--- config.mk ---
export PLATFORM = sky130hd
export DESIGN_NAME = wb_debug_bridge
export DESIGN_NICKNAME = d
export VERILOG_FILES = /design/src/rtl/bridge_pkg.sv /design/src/rtl/command_parser.sv /design/src/rtl/wb_single_master.sv /design/src/rtl/reply_writer.sv /design/src/rtl/wb_debug_bridge.sv
export SDC_FILE = /design/constraint.sdc
export NUM_CORES = 1
export LEC_CHECK = 0
export ABC_AREA = 1
export BUFFER_PORTS_ARGS = -buffer_cell sky130_fd_sc_hd__buf_2
export CAP_MARGIN = 20
export CORE_MARGIN = 4
export CORE_UTILIZATION = 62
export CTS_CLUSTER_SIZE = 8
export DETAILED_ROUTE_END_ITERATION = 6
export GPL_TIMING_DRIVEN = 0
export PLACE_DENSITY = 0.91
export SYNTH_ARGS = -nofsm -noshare
export SYNTH_HDL_FRONTEND = slang
export SYNTH_HIERARCHICAL = 1
export SYNTH_SLANG_ARGS = --single-unit
--- constraint.sdc ---
create_clock -name clk_i -period 5.6 [get_ports clk_i]
set_input_delay 1.12 -clock clk_i [delete_from_list [all_inputs] [get_ports clk_i]]
set_output_delay 1.12 -clock clk_i [all_outputs]
set_load 0.005 [all_outputs]
--- src/rtl/bridge_pkg.sv ---
package bridge_pkg;

    localparam int ADDR_WIDTH = 16;
    localparam int DATA_WIDTH = 8;

    typedef logic [ADDR_WIDTH-1:0] bus_addr_t;
    typedef logic [DATA_WIDTH-1:0] bus_data_t;
    typedef logic [7:0]            ascii_t;

    typedef enum logic [1:0] {
        ERR_NONE,
        ERR_COMMAND,
        ERR_HEX
    } parse_err_t;

    typedef enum logic {
        OP_READ,
        OP_WRITE
    } cmd_op_t;

    // request from the parser to the bus master
    typedef struct packed {
        logic      valid;
        cmd_op_t   op;
        bus_addr_t addr;
        bus_data_t data;
    } bus_req_t;

    typedef struct packed {
        logic      valid;
        logic      timeout;
        bus_data_t data;
    } bus_result_t;

    localparam ascii_t CHAR_MARK    = "?";
    localparam ascii_t CHAR_READ    = "r";
    localparam ascii_t CHAR_WRITE   = "w";
    localparam ascii_t CHAR_NEWLINE = 8'h0a;

    function automatic logic hex_valid(ascii_t c);
        return (c >= "0" && c <= "9") ||
               (c >= "A" && c <= "F") ||
               (c >= "a" && c <= "f");
    endfunction

    // only meaningful when hex_valid is true
    function automatic logic [3:0] hex_value(ascii_t c);
        ascii_t v;
        if (c >= "a") begin
            v = c - "a" + 8'd10;
        end else if (c >= "A") begin
            v = c - "A" + 8'd10;
        end else begin
            v = c - "0";
        end
        return v[3:0];
    endfunction

    function automatic ascii_t hex_char(logic [3:0] n);
        if (n < 4'd10) begin
            return ascii_t'("0" + {4'd0, n});
        end
        return ascii_t'("A" + {4'd0, n} - 8'd10);
    endfunction

endpackage

--- src/rtl/command_parser.sv ---
`timescale 1ns/1ps

module command_parser (
    input  logic                   clk_i,
    input  logic                   rst_i,
    input  bridge_pkg::ascii_t     rx_byte_i,
    input  logic                   rx_valid_i,
    output logic                   rx_ready_o,
    input  logic                   reply_done_i,
    output bridge_pkg::bus_req_t   req_o,
    output bridge_pkg::parse_err_t parse_err_o
);

    typedef enum logic [2:0] {
        ST_MARK,
        ST_CMD,
        ST_ADDR,
        ST_DATA,
        ST_WAIT
    } state_t;

    localparam int AW = bridge_pkg::ADDR_WIDTH;
    localparam int DW = bridge_pkg::DATA_WIDTH;

    state_t                 state_q;
    logic [1:0]             digit_q;
    logic                   req_valid_q;
    bridge_pkg::parse_err_t err_q;
    bridge_pkg::cmd_op_t    op_q;
    bridge_pkg::bus_addr_t  addr_q;
    bridge_pkg::bus_data_t  data_q;
    logic                   rx_take;
    logic                   is_hex;
    logic [3:0]             nibble;

    // blocked while a command is being served
    assign rx_ready_o = (state_q != ST_WAIT);
    assign rx_take    = rx_valid_i && rx_ready_o;
    assign is_hex     = bridge_pkg::hex_valid(rx_byte_i);
    assign nibble     = bridge_pkg::hex_value(rx_byte_i);

    assign req_o = '{valid: req_valid_q, op: op_q, addr: addr_q, data: data_q};
    assign parse_err_o = err_q;

    always_ff @(posedge clk_i or posedge rst_i) begin
        if (rst_i) begin
            state_q     <= ST_MARK;
            digit_q     <= '0;
            req_valid_q <= 1'b0;
            err_q       <= bridge_pkg::ERR_NONE;
        end else begin
            req_valid_q <= 1'b0;
            err_q       <= bridge_pkg::ERR_NONE;
            case (state_q)
                ST_MARK: begin
                    if (rx_take && rx_byte_i == bridge_pkg::CHAR_MARK) begin
                        state_q <= ST_CMD;
                    end
                end
                ST_CMD: begin
                    if (rx_take) begin
                        digit_q <= '0;
                        if (rx_byte_i == bridge_pkg::CHAR_READ ||
                            rx_byte_i == bridge_pkg::CHAR_WRITE) begin
                            state_q <= ST_ADDR;
                        end else begin
                            err_q   <= bridge_pkg::ERR_COMMAND;
                            state_q <= ST_WAIT;
                        end
                    end
                end
                ST_ADDR: begin
                    if (rx_take) begin
                        if (!is_hex) begin
                            err_q   <= bridge_pkg::ERR_HEX;
                            state_q <= ST_WAIT;
                        end else if (digit_q == 2'd3) begin
                            digit_q <= '0;
                            if (op_q == bridge_pkg::OP_WRITE) begin
                                state_q <= ST_DATA;
                            end else begin
                                req_valid_q <= 1'b1;
                                state_q     <= ST_WAIT;
                            end
                        end else begin
                            digit_q <= digit_q + 2'd1;
                        end
                    end
                end
                ST_DATA: begin
                    if (rx_take) begin
                        if (!is_hex) begin
                            err_q   <= bridge_pkg::ERR_HEX;
                            state_q <= ST_WAIT;
                        end else if (digit_q == 2'd1) begin
                            req_valid_q <= 1'b1;
                            state_q     <= ST_WAIT;
                        end else begin
                            digit_q <= digit_q + 2'd1;
                        end
                    end
                end
                ST_WAIT: begin
                    if (reply_done_i) begin
                        state_q <= ST_MARK;
                    end
                end
                default: state_q <= ST_MARK;
            endcase
        end
    end

    // opcode, address and data shift in as characters arrive
    always_ff @(posedge clk_i) begin
        if (rx_take) begin
            case (state_q)
                ST_CMD: begin
                    op_q <= (rx_byte_i == bridge_pkg::CHAR_WRITE) ?
                            bridge_pkg::OP_WRITE : bridge_pkg::OP_READ;
                end
                ST_ADDR: addr_q <= {addr_q[AW-5:0], nibble};
                ST_DATA: data_q <= {data_q[DW-5:0], nibble};
                default: ;
            endcase
        end
    end

endmodule

--- src/rtl/wb_single_master.sv ---
`timescale 1ns/1ps

module wb_single_master #(
    parameter int MAX_WAIT = 8
) (
    input  logic                                clk_i,
    input  logic                                rst_i,
    input  bridge_pkg::bus_req_t                req_i,
    output bridge_pkg::bus_result_t             result_o,
    output bridge_pkg::bus_addr_t               adr_o,
    output bridge_pkg::bus_data_t               dat_o,
    output logic                                we_o,
    output logic [bridge_pkg::DATA_WIDTH/8-1:0] sel_o,
    output logic                                stb_o,
    output logic                                cyc_o,
    input  bridge_pkg::bus_data_t               dat_i,
    input  logic                                ack_i
);

    typedef enum logic {
        M_IDLE,
        M_BUS
    } state_t;

    localparam int CNT_W = $clog2(MAX_WAIT + 1);

    state_t                state_q;
    logic [CNT_W-1:0]      wait_q;
    logic                  we_q;
    logic                  res_valid_q;
    logic                  timeout_q;
    bridge_pkg::bus_addr_t adr_q;
    bridge_pkg::bus_data_t wdata_q;
    bridge_pkg::bus_data_t rdata_q;

    assign cyc_o = (state_q == M_BUS);
    assign stb_o = cyc_o;
    assign we_o  = we_q;
    assign adr_o = adr_q;
    assign dat_o = wdata_q;
    assign sel_o = '1;

    assign result_o = '{valid: res_valid_q, timeout: timeout_q, data: rdata_q};

    always_ff @(posedge clk_i or posedge rst_i) begin
        if (rst_i) begin
            state_q     <= M_IDLE;
            wait_q      <= '0;
            we_q        <= 1'b0;
            res_valid_q <= 1'b0;
            timeout_q   <= 1'b0;
        end else begin
            res_valid_q <= 1'b0;
            case (state_q)
                M_IDLE: begin
                    if (req_i.valid) begin
                        state_q <= M_BUS;
                        we_q    <= (req_i.op == bridge_pkg::OP_WRITE);
                        wait_q  <= '0;
                    end
                end
                M_BUS: begin
                    if (ack_i) begin
                        state_q     <= M_IDLE;
                        we_q        <= 1'b0;
                        res_valid_q <= 1'b1;
                        timeout_q   <= 1'b0;
                    end else if (wait_q == CNT_W'(MAX_WAIT - 1)) begin
                        // slave never answered
                        state_q     <= M_IDLE;
                        we_q        <= 1'b0;
                        res_valid_q <= 1'b1;
                        timeout_q   <= 1'b1;
                    end else begin
                        wait_q <= wait_q + 1'b1;
                    end
                end
                default: state_q <= M_IDLE;
            endcase
        end
    end

    always_ff @(posedge clk_i) begin
        if (state_q == M_IDLE && req_i.valid) begin
            adr_q   <= req_i.addr;
            wdata_q <= req_i.data;
        end
        if (state_q == M_BUS && ack_i) begin
            rdata_q <= dat_i;
        end
    end

endmodule

--- src/rtl/reply_writer.sv ---
`timescale 1ns/1ps

module reply_writer (
    input  logic                    clk_i,
    input  logic                    rst_i,
    input  bridge_pkg::bus_result_t result_i,
    input  bridge_pkg::parse_err_t  parse_err_i,
    input  bridge_pkg::cmd_op_t     op_i,
    output bridge_pkg::ascii_t      tx_byte_o,
    output logic                    tx_valid_o,
    input  logic                    tx_ready_i,
    output logic                    reply_done_o
);

    typedef enum logic [1:0] {
        W_IDLE,
        W_HEX,
        W_TEXT,
        W_NEWLINE
    } state_t;

    typedef enum logic [1:0] {
        MSG_OK,
        MSG_NO_RESP,
        MSG_CMD_ERR,
        MSG_HEX_ONLY
    } msg_t;

    state_t                state_q;
    msg_t                  msg_q;
    logic [3:0]            idx_q;
    bridge_pkg::bus_data_t rdata_q;
    logic                  tx_take;

    // messages are left aligned in nine character slots
    function automatic bridge_pkg::ascii_t text_char(msg_t m, logic [3:0] i);
        logic [71:0] txt;
        case (m)
            MSG_OK:      txt = "OK       ";
            MSG_NO_RESP: txt = "no resp! ";
            MSG_CMD_ERR: txt = "cmd err! ";
            default:     txt = "hex only!";
        endcase
        return txt[8*(8-i) +: 8];
    endfunction

    function automatic logic [3:0] text_last(msg_t m);
        case (m)
            MSG_OK:       return 4'd1;
            MSG_HEX_ONLY: return 4'd8;
            default:      return 4'd7;
        endcase
    endfunction

    assign tx_valid_o   = (state_q != W_IDLE);
    assign tx_take      = tx_valid_o && tx_ready_i;
    assign reply_done_o = (state_q == W_NEWLINE) && tx_ready_i;

    always_comb begin
        tx_byte_o = bridge_pkg::CHAR_NEWLINE;
        case (state_q)
            W_HEX: begin
                tx_byte_o = bridge_pkg::hex_char(idx_q[0] ? rdata_q[3:0] : rdata_q[7:4]);
            end
            W_TEXT:  tx_byte_o = text_char(msg_q, idx_q);
            default: ;
        endcase
    end

    always_ff @(posedge clk_i or posedge rst_i) begin
        if (rst_i) begin
            state_q <= W_IDLE;
            msg_q   <= MSG_OK;
            idx_q   <= '0;
        end else begin
            case (state_q)
                W_IDLE: begin
                    idx_q <= '0;
                    if (result_i.valid) begin
                        if (result_i.timeout) begin
                            msg_q   <= MSG_NO_RESP;
                            state_q <= W_TEXT;
                        end else if (op_i == bridge_pkg::OP_READ) begin
                            state_q <= W_HEX;
                        end else begin
                            msg_q   <= MSG_OK;
                            state_q <= W_TEXT;
                        end
                    end else if (parse_err_i != bridge_pkg::ERR_NONE) begin
                        msg_q   <= (parse_err_i == bridge_pkg::ERR_COMMAND) ?
                                   MSG_CMD_ERR : MSG_HEX_ONLY;
                        state_q <= W_TEXT;
                    end
                end
                W_HEX: begin
                    if (tx_take) begin
                        if (idx_q == 4'd1) begin
                            state_q <= W_NEWLINE;
                        end else begin
                            idx_q <= idx_q + 4'd1;
                        end
                    end
                end
                W_TEXT: begin
                    if (tx_take) begin
                        if (idx_q == text_last(msg_q)) begin
                            state_q <= W_NEWLINE;
                        end else begin
                            idx_q <= idx_q + 4'd1;
                        end
                    end
                end
                W_NEWLINE: begin
                    if (tx_take) begin
                        state_q <= W_IDLE;
                    end
                end
                default: state_q <= W_IDLE;
            endcase
        end
    end

    always_ff @(posedge clk_i) begin
        if (state_q == W_IDLE && result_i.valid) begin
            rdata_q <= result_i.data;
        end
    end

endmodule

--- src/rtl/wb_debug_bridge.sv ---
`timescale 1ns/1ps

module wb_debug_bridge #(
    parameter int MAX_WAIT = 8
) (
    input  logic                                clk_i,
    input  logic                                rst_i,
    input  bridge_pkg::ascii_t                  rx_byte_i,
    input  logic                                rx_valid_i,
    output logic                                rx_ready_o,
    output bridge_pkg::ascii_t                  tx_byte_o,
    output logic                                tx_valid_o,
    input  logic                                tx_ready_i,
    output bridge_pkg::bus_addr_t               adr_o,
    output bridge_pkg::bus_data_t               dat_o,
    output logic                                we_o,
    output logic [bridge_pkg::DATA_WIDTH/8-1:0] sel_o,
    output logic                                stb_o,
    output logic                                cyc_o,
    input  bridge_pkg::bus_data_t               dat_i,
    input  logic                                ack_i
);

    bridge_pkg::bus_req_t    req;
    bridge_pkg::bus_result_t result;
    bridge_pkg::parse_err_t  parse_err;
    logic                    reply_done;

    command_parser u_parser (
        .clk_i        (clk_i),
        .rst_i        (rst_i),
        .rx_byte_i    (rx_byte_i),
        .rx_valid_i   (rx_valid_i),
        .rx_ready_o   (rx_ready_o),
        .reply_done_i (reply_done),
        .req_o        (req),
        .parse_err_o  (parse_err)
    );

    wb_single_master #(
        .MAX_WAIT (MAX_WAIT)
    ) u_master (
        .clk_i    (clk_i),
        .rst_i    (rst_i),
        .req_i    (req),
        .result_o (result),
        .adr_o    (adr_o),
        .dat_o    (dat_o),
        .we_o     (we_o),
        .sel_o    (sel_o),
        .stb_o    (stb_o),
        .cyc_o    (cyc_o),
        .dat_i    (dat_i),
        .ack_i    (ack_i)
    );

    // opcode stays latched in the parser until the reply is done
    reply_writer u_writer (
        .clk_i        (clk_i),
        .rst_i        (rst_i),
        .result_i     (result),
        .parse_err_i  (parse_err),
        .op_i         (req.op),
        .tx_byte_o    (tx_byte_o),
        .tx_valid_o   (tx_valid_o),
        .tx_ready_i   (tx_ready_i),
        .reply_done_o (reply_done)
    );

endmodule

==> metrics.json, run 1 <==
{
  "setup_path": {
    "endpoint_kind": "primary output",
    "critical_path.reg2reg.endpoint": "u_parser/data_q[2]",
    "rrSetupSlack_ns": 3.80,
    "path_max_fanout": 10,
    "worst_ep_arrival_time_ns": 2.68,
    "critical_path.reg2reg.startpoint": "u_parser/state_q[2]",
    "critPathRequiredTime_ns": 4.48,
    "critPathKind": "reg -> out",
    "worst-r2r-cell-count": 5,
    "setup.worst_path.start_class": "register"
  },
  "global_routing": {
    "grt_pass1_vias": 3212,
    "grt_overflow_total": 0,
    "grt_antenna_before_repair": 0,
    "grt_max_degree": 20,
    "track_usage": 0.209,
    "grt_pass1_wl_um": 14400
  },
  "synthesis": {
    "synth_fp_nets": 522,
    "netlist_instances": 480,
    "synth_enable_flop_cells": 65,
    "postSynthRegisterBits": 89,
    "synth_area_leader_cell": "edfxtp_1",
    "postSynth.topFlopCell": "edfxtp_1",
    "post_synth_num_cell_types": 42,
    "leading_cell_types_by_total_area_after_synthesis": "edfxtp_1 (42%), dfrtp_1 (13%), nand2_1 (10%)",
    "seq_area_frac_synth": 0.554,
    "synthesized_area_divided_by_synthesized_cell_count_um2": 9.60,
    "synthArstFlopShare": 0.270,
    "netlist.area_leader.share": 0.424,
    "ys.warnings.count": 6,
    "post_synth_instance_area_mm2": 0.00461
  },
  "cts": {
    "cts_max_path_bufs": 2,
    "clock_tree.root_cell": "clkbuf_8",
    "cts-buffers-inserted": 9,
    "number_of_levels_the_h_tree_was_split_into": 3,
    "cts_setup_buffers": 0,
    "hold_buffer_count_at_cts": 0,
    "cts.sinks": 89,
    "clock_tree_from_tritoncts": "yes",
    "latest_clock_arrival_within_the_worst_skew_pair_ns": 0.34,
    "cts_resized": 0,
    "clkSlewWorstSetupHoldPaths_ns": 0.09
  },
  "run_status": {
    "result_of_the_run": "finished clean"
  },
  "power_and_ir_drop": {
    "power_leakage_nw": 2.36,
    "total_power_mw": 2.12,
    "vdd_ir_drop_max_v": 0.000162,
    "power_per_cell_area_mw_per_mm2": 406
  },
  "cells_and_area": {
    "drive_gt1_frac": 0.244,
    "layout.cells.most_common_list": "nand2_1 (124), edfxtp_1 (65), buf_2 (58)",
    "num_antenna_cells": 0,
    "area_growth_syn_to_layout_pct": 13.6,
    "final_nets": 591,
    "final_cell_count_no_fill": 653,
    "most_common_library_cell_in_the_layout_ignoring_fill_and_taps": "nand2_1"
  },
  "floorplan": {
    "die-height_um": 94.2,
    "die_area_mm2": 0.00887,
    "start_util": 0.635,
    "fp.coreArea_mm2": 0.00725,
    "boundaryPins": 59,
    "cell_rows": 31,
    "die-width_um": 94.2
  },
  "place": {
    "dp_hpwl_um": 6800,
    "globalplace.congestion": 0.926,
    "place.port_buffers": 56,
    "preCtsSetupSlack_ns": 2.21,
    "numPlacedInstances": 637
  },
  "route": {
    "drc_errors": 0,
    "dr.first_iter.drc_count": 125,
    "routed-via-count": 3458,
    "postRouteWirelength_um": 8790,
    "postRouteAntennaNets": 0,
    "detailedRoute.firstPassIterationCount": 5,
    "wl_per_cell_um": 13.5,
    "drt-vias-per-instance": 5.30
  },
  "timing": {
    "worstMarginPinSlew_ns": 0.682,
    "slew_headroom": 0.544,
    "hold_vio_cnt_final": 0,
    "skew_ns": 0.0116,
    "grt_setup_unrepaired": "false",
    "finalSetupTns_ns": 0,
    "setup_ws_ns": 1.80,
    "period_share": 0.679,
    "fmax_ghz": 0.263,
    "finalSetupViolations": 0,
    "final_max_slew_viol_count": 0,
    "post-route-min-period_ns": 3.80
  },
  "hold_path": {
    "hp-class": "reg -> reg",
    "hold_path_end": "u_master/dat_o[6]",
    "holdCritStartpoint": "u_parser/data_q[6]",
    "hold_depth": 0
  },
  "run": {
    "cap_violations": 0
  }
}
-- registers in the layout, summed over array words and instances, names as in the netlist, 2 cells and up --
name and cells:
u_master/adr_o 16, u_master/dat_o 8, u_master/rdata_q 8, u_master/wait_q 4, u_parser/addr_q 16, u_parser/data_q 8, u_parser/digit_q 2, u_parser/parse_err_o 2
u_parser/state_q 3, u_writer/idx_q 4, u_writer/msg_q 2, u_writer/rdata_q 8, u_writer/state_q 2
-- cells in the mapped netlist (2+ instances only) --
library cell / count
conb_1: 2
dfrtp_1: 24
clkinv_1: 2
nand3b_1: 2
inv_1: 46
nand2_1: 124
inv_2: 16
a21oi_2: 3
nor2_4: 4
mux2i_1: 2
nor2_1: 30
ha_1: 21
nor3_1: 7
a21oi_1: 19
o21ai_0: 19
o22ai_1: 2
edfxtp_1: 65
nor2_2: 4
buf_2: 2
buf_4: 8
nand2_2: 12
xor2_1: 4
nand4_1: 6
nand2_4: 2
or2_2: 3
nand3_1: 28
o21ai_1: 8
-- final cells by class --
cell class                      instances  area [um2]
Inverter                               64         240
Sequential cell                        89        2550
Buffer                                 11        81.3
Clock inverter                          6        50.0
Multi-Input combinational cell        316        1740
Clock buffer                           10         128
Timing Repair Buffer                   58         319
Tap cell                               99         124
Fill cell                             545        2020
-- cell families after synthesis --
kind of cell / count (synthesis) / synth area share
other: 2 / 0.00163
XOR/XNOR: 5 / 0.0111
adder cells (fa/ha/maj): 21 / 0.0570
multiplexers: 3 / 0.00679
AND/OR/NAND/NOR: 228 / 0.230
flip-flops: 89 / 0.554
buffers and inverters: 75 / 0.0698
AO/OA/AOI/OAI: 57 / 0.0695
-- where the power goes --
group / internal [mW] / switching, mW / total (mW)
Clock: 0.168 / 0.224 / 0.392
Sequential: 0.742 / 0.0474 / 0.789
Combinational: 0.331 / 0.610 / 0.941
-- through the flow --
| stage | hold WS [ns] | cell area (um2) | utilization |
|---|---|---|---|
| floorplan | 0.400 | 4610 | - |
| global placement | 0.401 | 5010 | 0.691 |
| detailed placement | 0.405 | 5050 | 0.697 |
| CTS | 0.421 | 5230 | 0.721 |
| global route | 0.444 | 5230 | 0.721 |
| finish | 0.423 | 5230 | 0.721 |
-- worst max path at each step --
stage / start / end / slack [ns] / cells after the start
floorplan: u_writer/idx_q[0] / tx_byte_o[2] / 2.66 / 10
global placement: rx_valid_i / u_parser/addr_q[12] / 2.13 / 3
detailed placement: u_writer/idx_q[0] / tx_byte_o[0] / 2.21 / 14
CTS: u_writer/idx_q[0] / tx_byte_o[0] / 1.80 / 14
global route: u_writer/idx_q[0] / tx_byte_o[0] / 1.45 / 14
finish: u_writer/idx_q[0] / tx_byte_o[0] / 1.80 / 14
-- layer usage --
metal | global-route usage | vias up | wire [um]
li1 | - | 1723 | -
met1 | 0.247 | 1607 | 3580
met3 | 0.0393 | 21 | 413
met5 | 0 | - | 0
met2 | 0.374 | 107 | 4610
met4 | 0.0806 | 0 | 187
-- worst max-delay path, stage by stage, from the launching register on --
cell and delay, ns:
dfrtp_1 0.45, inv_2 0.09, buf_4 0.19, ha_1 0.28, buf_2 0.20, clkinv_1 0.28, nand4_1 0.22, nand2_1 0.06
inv_1 0.07, o21ai_0 0.09, nand2_1 0.07, nand2_1 0.04, nand2_1 0.10, a21oi_2 0.05, buf_2 0.13
Note: power is estimated with default switching activity, not from simulation.
==> run 2, diff against run 1 <==
--- a/config.mk
+++ b/config.mk
@@ -9,11 +9,11 @@
 export BUFFER_PORTS_ARGS = -buffer_cell sky130_fd_sc_hd__buf_2
 export CAP_MARGIN = 20
 export CORE_MARGIN = 4
-export CORE_UTILIZATION = 62
+export CORE_UTILIZATION = 58
 export CTS_CLUSTER_SIZE = 8
 export DETAILED_ROUTE_END_ITERATION = 6
 export GPL_TIMING_DRIVEN = 0
-export PLACE_DENSITY = 0.91
+export PLACE_DENSITY = 0.86
 export SYNTH_ARGS = -nofsm -noshare
 export SYNTH_HDL_FRONTEND = slang
 export SYNTH_HIERARCHICAL = 1
==> constraint.sdc (replaced) <==
create_clock -name clk_i -period 3.7 [get_ports clk_i]
set_input_delay 0.74 -clock clk_i [delete_from_list [all_inputs] [get_ports clk_i]]
set_output_delay 0.74 -clock clk_i [all_outputs]
set_load 0.005 [all_outputs]
==> metrics.json, run 2 (synthesized netlist as in run 1, its figures left out) <==
{
  "run_status": {
    "result_of_the_run": "finished clean"
  },
  "power_and_ir_drop": {
    "total_power_mw": 3.34,
    "switching_share": 0.414,
    "power_per_cell_area_mw_per_mm2": 633,
    "netSwitchingPower_mw": 1.38,
    "vdd_ir_drop_max_v": 0.000260,
    "power_leakage_nw": 2.38,
    "intPower_mw": 1.96,
    "power_frac_clock": 0.210,
    "comb_power_share": 0.431,
    "pwr-share-seq": 0.358
  },
  "route": {
    "dr.first_iter.drc_count": 155,
    "postRouteWirelength_um": 9260,
    "drc_errors": 0,
    "detailedRoute.firstPassIterationCount": 5,
    "drt-vias-per-instance": 5.25,
    "routed-via-count": 3444,
    "wl_per_cell_um": 14.1,
    "postRouteAntennaNets": 0
  },
  "timing": {
    "worstMarginPinSlew_ns": 0.656,
    "fmax_ghz": 0.288,
    "skew_ns": 0.0109,
    "period_share": 0.939,
    "final_max_slew_viol_count": 0,
    "finalSetupTns_ns": 0,
    "post-route-min-period_ns": 3.47,
    "hold_vio_cnt_final": 0,
    "finalSetupViolations": 0,
    "slew_headroom": 0.561,
    "grt_setup_unrepaired": "false"
  },
  "cts": {
    "cts_resized": 0,
    "cts_setup_buffers": 0,
    "cts.sinks": 89,
    "hold_buffer_count_at_cts": 0,
    "clkSlewWorstSetupHoldPaths_ns": 0.10,
    "number_of_levels_the_h_tree_was_split_into": 3,
    "cts_max_path_bufs": 2,
    "cts-buffers-inserted": 9,
    "clock_tree.root_cell": "clkbuf_8",
    "clock_tree_from_tritoncts": "yes",
    "latest_clock_arrival_within_the_worst_skew_pair_ns": 0.36
  },
  "setup_path": {
    "path_max_fanout": 10,
    "critPathRequiredTime_ns": 2.96,
    "setup.worst_path.start_class": "register",
    "endpoint_kind": "primary output",
    "worst_ep_arrival_time_ns": 2.73,
    "critPathKind": "reg -> out",
    "worst-r2r-cell-count": 6
  },
  "place": {
    "globalplace.congestion": 0.905,
    "place.port_buffers": 56,
    "dp_hpwl_um": 6940
  },
  "cells_and_area": {
    "num_antenna_cells": 0,
    "layout.cells.most_common_list": "nand2_1 (124), edfxtp_1 (65), buf_2 (58)",
    "drive_gt1_frac": 0.245,
    "final_nets": 591,
    "area_growth_syn_to_layout_pct": 14.4,
    "most_common_library_cell_in_the_layout_ignoring_fill_and_taps": "nand2_1"
  },
  "global_routing": {
    "grt_antenna_before_repair": 0,
    "grt_overflow_total": 0,
    "grt_max_degree": 19,
    "grt_pass1_vias": 3466,
    "grt_pass1_wl_um": 15500,
    "track_usage": 0.202
  },
  "hold_path": {
    "hp-class": "in -> async"
  },
  "floorplan": {
    "cell_rows": 32,
    "boundaryPins": 59,
    "die-width_um": 97.1,
    "die-height_um": 97.1,
    "start_util": 0.596,
    "fp.coreArea_mm2": 0.00773,
    "die_area_mm2": 0.00943
  },
  "run": {
    "cap_violations": 0
  }
}
run 2: changes by cell type in the layout (fill, tap and decap cells not counted):
cell | previous run | this run
clkinv_2 | 1 | 0
bufinv_16 | 0 | 1
clkbuf_1 | 1 | 0
buf_8 | 0 | 1
clkinv_8 | 0 | 2
inv_6 | 2 | 1
buf_16 | 1 | 0
run 2: final timing paths:
| check | from | end | slack (ns) |
|---|---|---|---|
| max in group asynchronous | rst_i | u_master/cyc_o | 3.11 |
| hold / removal | rst_i | u_writer/state_q[0] | 0.35 |
| setup / recovery | u_writer/idx_q[0] | tx_byte_o[0] | 0.23 |
| min in group clk_i | u_parser/data_q[4] | u_master/dat_o[4] | 0.43 |
| hold reg to reg | u_parser/data_q[4] | u_master/dat_o[4] | 0.43 |
| setup reg to reg | u_writer/idx_q[0] | u_writer/idx_q[1] | 1.87 |
run 2: worst max-delay path: stages, from the launching register on:
cell	delay [ns]
dfrtp_1	0.45
inv_2	0.10
buf_4	0.19
ha_1	0.28
buf_2	0.22
clkinv_1	0.30
nand4_1	0.24
nand2_1	0.07
inv_1	0.07
o21ai_0	0.08
nand2_1	0.07
nand2_1	0.04
nand2_1	0.10
a21oi_2	0.05
buf_2	0.13
run 2: per-stage QoR:
stage	setup WS (ns)	instances	util	hold slack [ns]	cell area [um2]
after global routing	0.0703	656	0.682	0.355	5270
after floorplan	1.14	480	-	0.400	4610
after CTS	0.266	656	0.682	0.342	5270
after detailed placement	0.691	640	0.653	0.405	5040
final	0.227	656	0.682	0.346	5270
after global placement	0.604	638	0.649	0.401	5010
run 2: area by class of cell:
cell class                 count  area [um2]
clock inverter                 7        98.8
timing repair buffer          58         307
sequential                    89        2550
tap                          102         128
buffer                        11        81.3
clock buffer                   9         124
fill                         596        2460
multi-input combinational    316        1740
inverter                      64         240
run 2: power by group through the flow:
stage	Combinational (mW)	Sequential [mW]	Clock, mW
after floorplan	1.07	1.20	0
after global placement	1.37	1.21	0
after detailed placement	1.41	1.22	0
after CTS	1.42	1.19	0.718
after global routing	1.60	1.21	0.770
final	1.44	1.20	0.701
run 2: layer usage:
metal,GRT usage,part of all wire,vias to the layer above
li1,-,-,1725
met1,0.246,0.42,1614
met2,0.349,0.52,90
met3,0.0380,0.040,15
met4,0.0875,0.018,0
met5,0,0,-
==> run 3, diff against run 2 <==
--- a/config.mk
+++ b/config.mk
@@ -8,6 +8,7 @@
 export ABC_AREA = 1
 export BUFFER_PORTS_ARGS = -buffer_cell sky130_fd_sc_hd__buf_2
 export CAP_MARGIN = 20
+export CORE_ASPECT_RATIO = 0.9
 export CORE_MARGIN = 4
 export CORE_UTILIZATION = 58
 export CTS_CLUSTER_SIZE = 8
==> metrics.json, run 3 (synthesized netlist as in run 1, its figures left out) <==
{
  "cts": {
    "cts.sinks": 89,
    "hold_buffer_count_at_cts": 0,
    "clock_tree_from_tritoncts": "yes",
    "cts_resized": 0,
    "latest_clock_arrival_within_the_worst_skew_pair_ns": 0.35,
    "cts_max_path_bufs": 2,
    "cts_setup_buffers": 0,
    "clock_tree.root_cell": "clkbuf_8",
    "cts-buffers-inserted": 9,
    "clkSlewWorstSetupHoldPaths_ns": 0.09,
    "number_of_levels_the_h_tree_was_split_into": 3
  },
  "timing": {
    "hold_vio_cnt_final": 0,
    "grt_setup_unrepaired": "false",
    "post-route-min-period_ns": 3.41,
    "skew_ns": 0.0103,
    "finalSetupTns_ns": 0,
    "finalSetupViolations": 0,
    "fmax_ghz": 0.293,
    "final_max_slew_viol_count": 0,
    "worstMarginPinSlew_ns": 0.830,
    "slew_headroom": 0.446,
    "period_share": 0.922
  },
  "setup_path": {
    "setup.worst_path.start_class": "register",
    "critical_path.reg2reg.endpoint": "u_writer/state_q[1]",
    "rrSetupSlack_ns": 1.87,
    "cell_family_with_most_cp_delay": "buffers and inverters",
    "timing.critical_path.slowest_stage_cell": "dfrtp_1",
    "cp.depth": 14,
    "last_element_of_the_critical_path": "tx_byte_o[0]",
    "critical_path.most_common_cell": "nand2_1",
    "critical_path.reg2reg.startpoint": "u_writer/state_q[1]",
    "critical_path.max_stage_delay_ns": 0.44,
    "critPathBufInv": 6,
    "critPathKind": "reg -> out",
    "endpoint_kind": "primary output",
    "critPathRequiredTime_ns": 2.96,
    "worst-r2r-cell-count": 10,
    "path_max_fanout": 10,
    "crit_path_cell_trace": "inv_2 -> buf_4 -> ha_1 -> buf_2 -> clkinv_1 -> nand4_1 -> nand2_1 -> inv_1 -> o21ai_0 -> nand2_1 -> nand2_1 -> nand2_1 -> a21oi_2 -> buf_2",
    "worst_ep_arrival_time_ns": 2.67,
    "startpoint": "u_writer/idx_q[0]"
  },
  "route": {
    "drc_errors": 0,
    "drt-vias-per-instance": 5.31,
    "wl_per_cell_um": 13.8,
    "postRouteWirelength_um": 8950,
    "routed-via-count": 3450,
    "dr.first_iter.drc_count": 184,
    "detailedRoute.firstPassIterationCount": 5,
    "postRouteAntennaNets": 0
  },
  "global_routing": {
    "grt_max_degree": 17,
    "grt_pass1_wl_um": 15200,
    "grt_overflow_total": 0,
    "grt_pass1_vias": 3386,
    "track_usage": 0.205,
    "grt_antenna_before_repair": 0
  },
  "floorplan": {
    "die-height_um": 92.5,
    "boundaryPins": 59,
    "fp.coreArea_mm2": 0.00762,
    "die_area_mm2": 0.00943,
    "die-width_um": 102,
    "start_util": 0.604,
    "cell_rows": 30
  },
  "place": {
    "dp_hpwl_um": 6730,
    "place.port_buffers": 56,
    "globalplace.congestion": 0.875
  },
  "run": {
    "cap_violations": 0
  },
  "power_and_ir_drop": {
    "vdd_ir_drop_max_v": 0.000362,
    "power_per_cell_area_mw_per_mm2": 640,
    "total_power_mw": 3.37,
    "power_leakage_nw": 2.38
  },
  "cells_and_area": {
    "num_antenna_cells": 0,
    "most_common_library_cell_in_the_layout_ignoring_fill_and_taps": "nand2_1",
    "drive_gt1_frac": 0.245,
    "area_growth_syn_to_layout_pct": 14.4,
    "layout.cells.most_common_list": "nand2_1 (124), edfxtp_1 (65), buf_2 (58)",
    "filler_cell_count": 587,
    "final_nets": 591
  },
  "run_status": {
    "result_of_the_run": "finished clean"
  },
  "hold_path": {
    "hp-class": "in -> async"
  }
}
## run 3: cell count changes in the layout (fill, tap and decap cells not counted), sizes merged
cell and delta:
inv +1, clkinv -3, clkbuf +1, bufinv +1
## run 3: layer usage
metal,up-vias,global-route usage,part of all wire
met4,0,0.0918,0.021
met2,100,0.334,0.50
li1,1718,-,-
met3,21,0.0422,0.042
met1,1611,0.264,0.43
met5,-,0,0
## run 3: through the flow
stage | area [um2] | cells | worst slack (ns) | utilization | hold WS (ns)
global placement | 5010 | 632 | 0.602 | 0.657 | 0.402
CTS | 5270 | 650 | 0.283 | 0.691 | 0.344
detailed placement | 5040 | 634 | 0.668 | 0.661 | 0.405
floorplan | 4610 | 480 | 1.14 | - | 0.400
global route | 5270 | 650 | 0.0580 | 0.691 | 0.357
finish | 5270 | 650 | 0.289 | 0.691 | 0.348
## run 3: how the worst min path moves through the flow
stage	from	endpoint	slack [ns]	depth (start not counted)
2_1_floorplan	u_parser/addr_q[12]	u_master/adr_o[12]	0.40	0
3_3_place_gp	u_master/rdata_q[4]	u_writer/rdata_q[4]	0.40	0
3_5_place_dp	u_parser/addr_q[15]	u_master/adr_o[15]	0.40	0
4_1_cts	rst_i	u_parser/parse_err_o[1]	0.34	2
5_1_grt	rst_i	u_parser/parse_err_o[1]	0.36	2
6_report	rst_i	u_parser/parse_err_o[1]	0.35	2
## run 3: final cells by class
class                           count  area [um2]  area share
Buffer                             11        81.3      0.0154
Clock buffer                       10         138      0.0261
Clock inverter                      6        93.8      0.0178
Inverter                           64         240      0.0456
Multi-Input combinational cell    316        1740       0.330
Sequential cell                    89        2550       0.484
Tap cell                           96         120      0.0228
Timing Repair Buffer               58         307      0.0582
## run 3: report_power, final
group | internal, mW | switching (mW) | total, mW | leakage [nW]
registers | 1.12 | 0.0753 | 1.20 | 0.899
logic | 0.501 | 0.922 | 1.42 | 1.37
clock network | 0.406 | 0.344 | 0.750 | 0.114
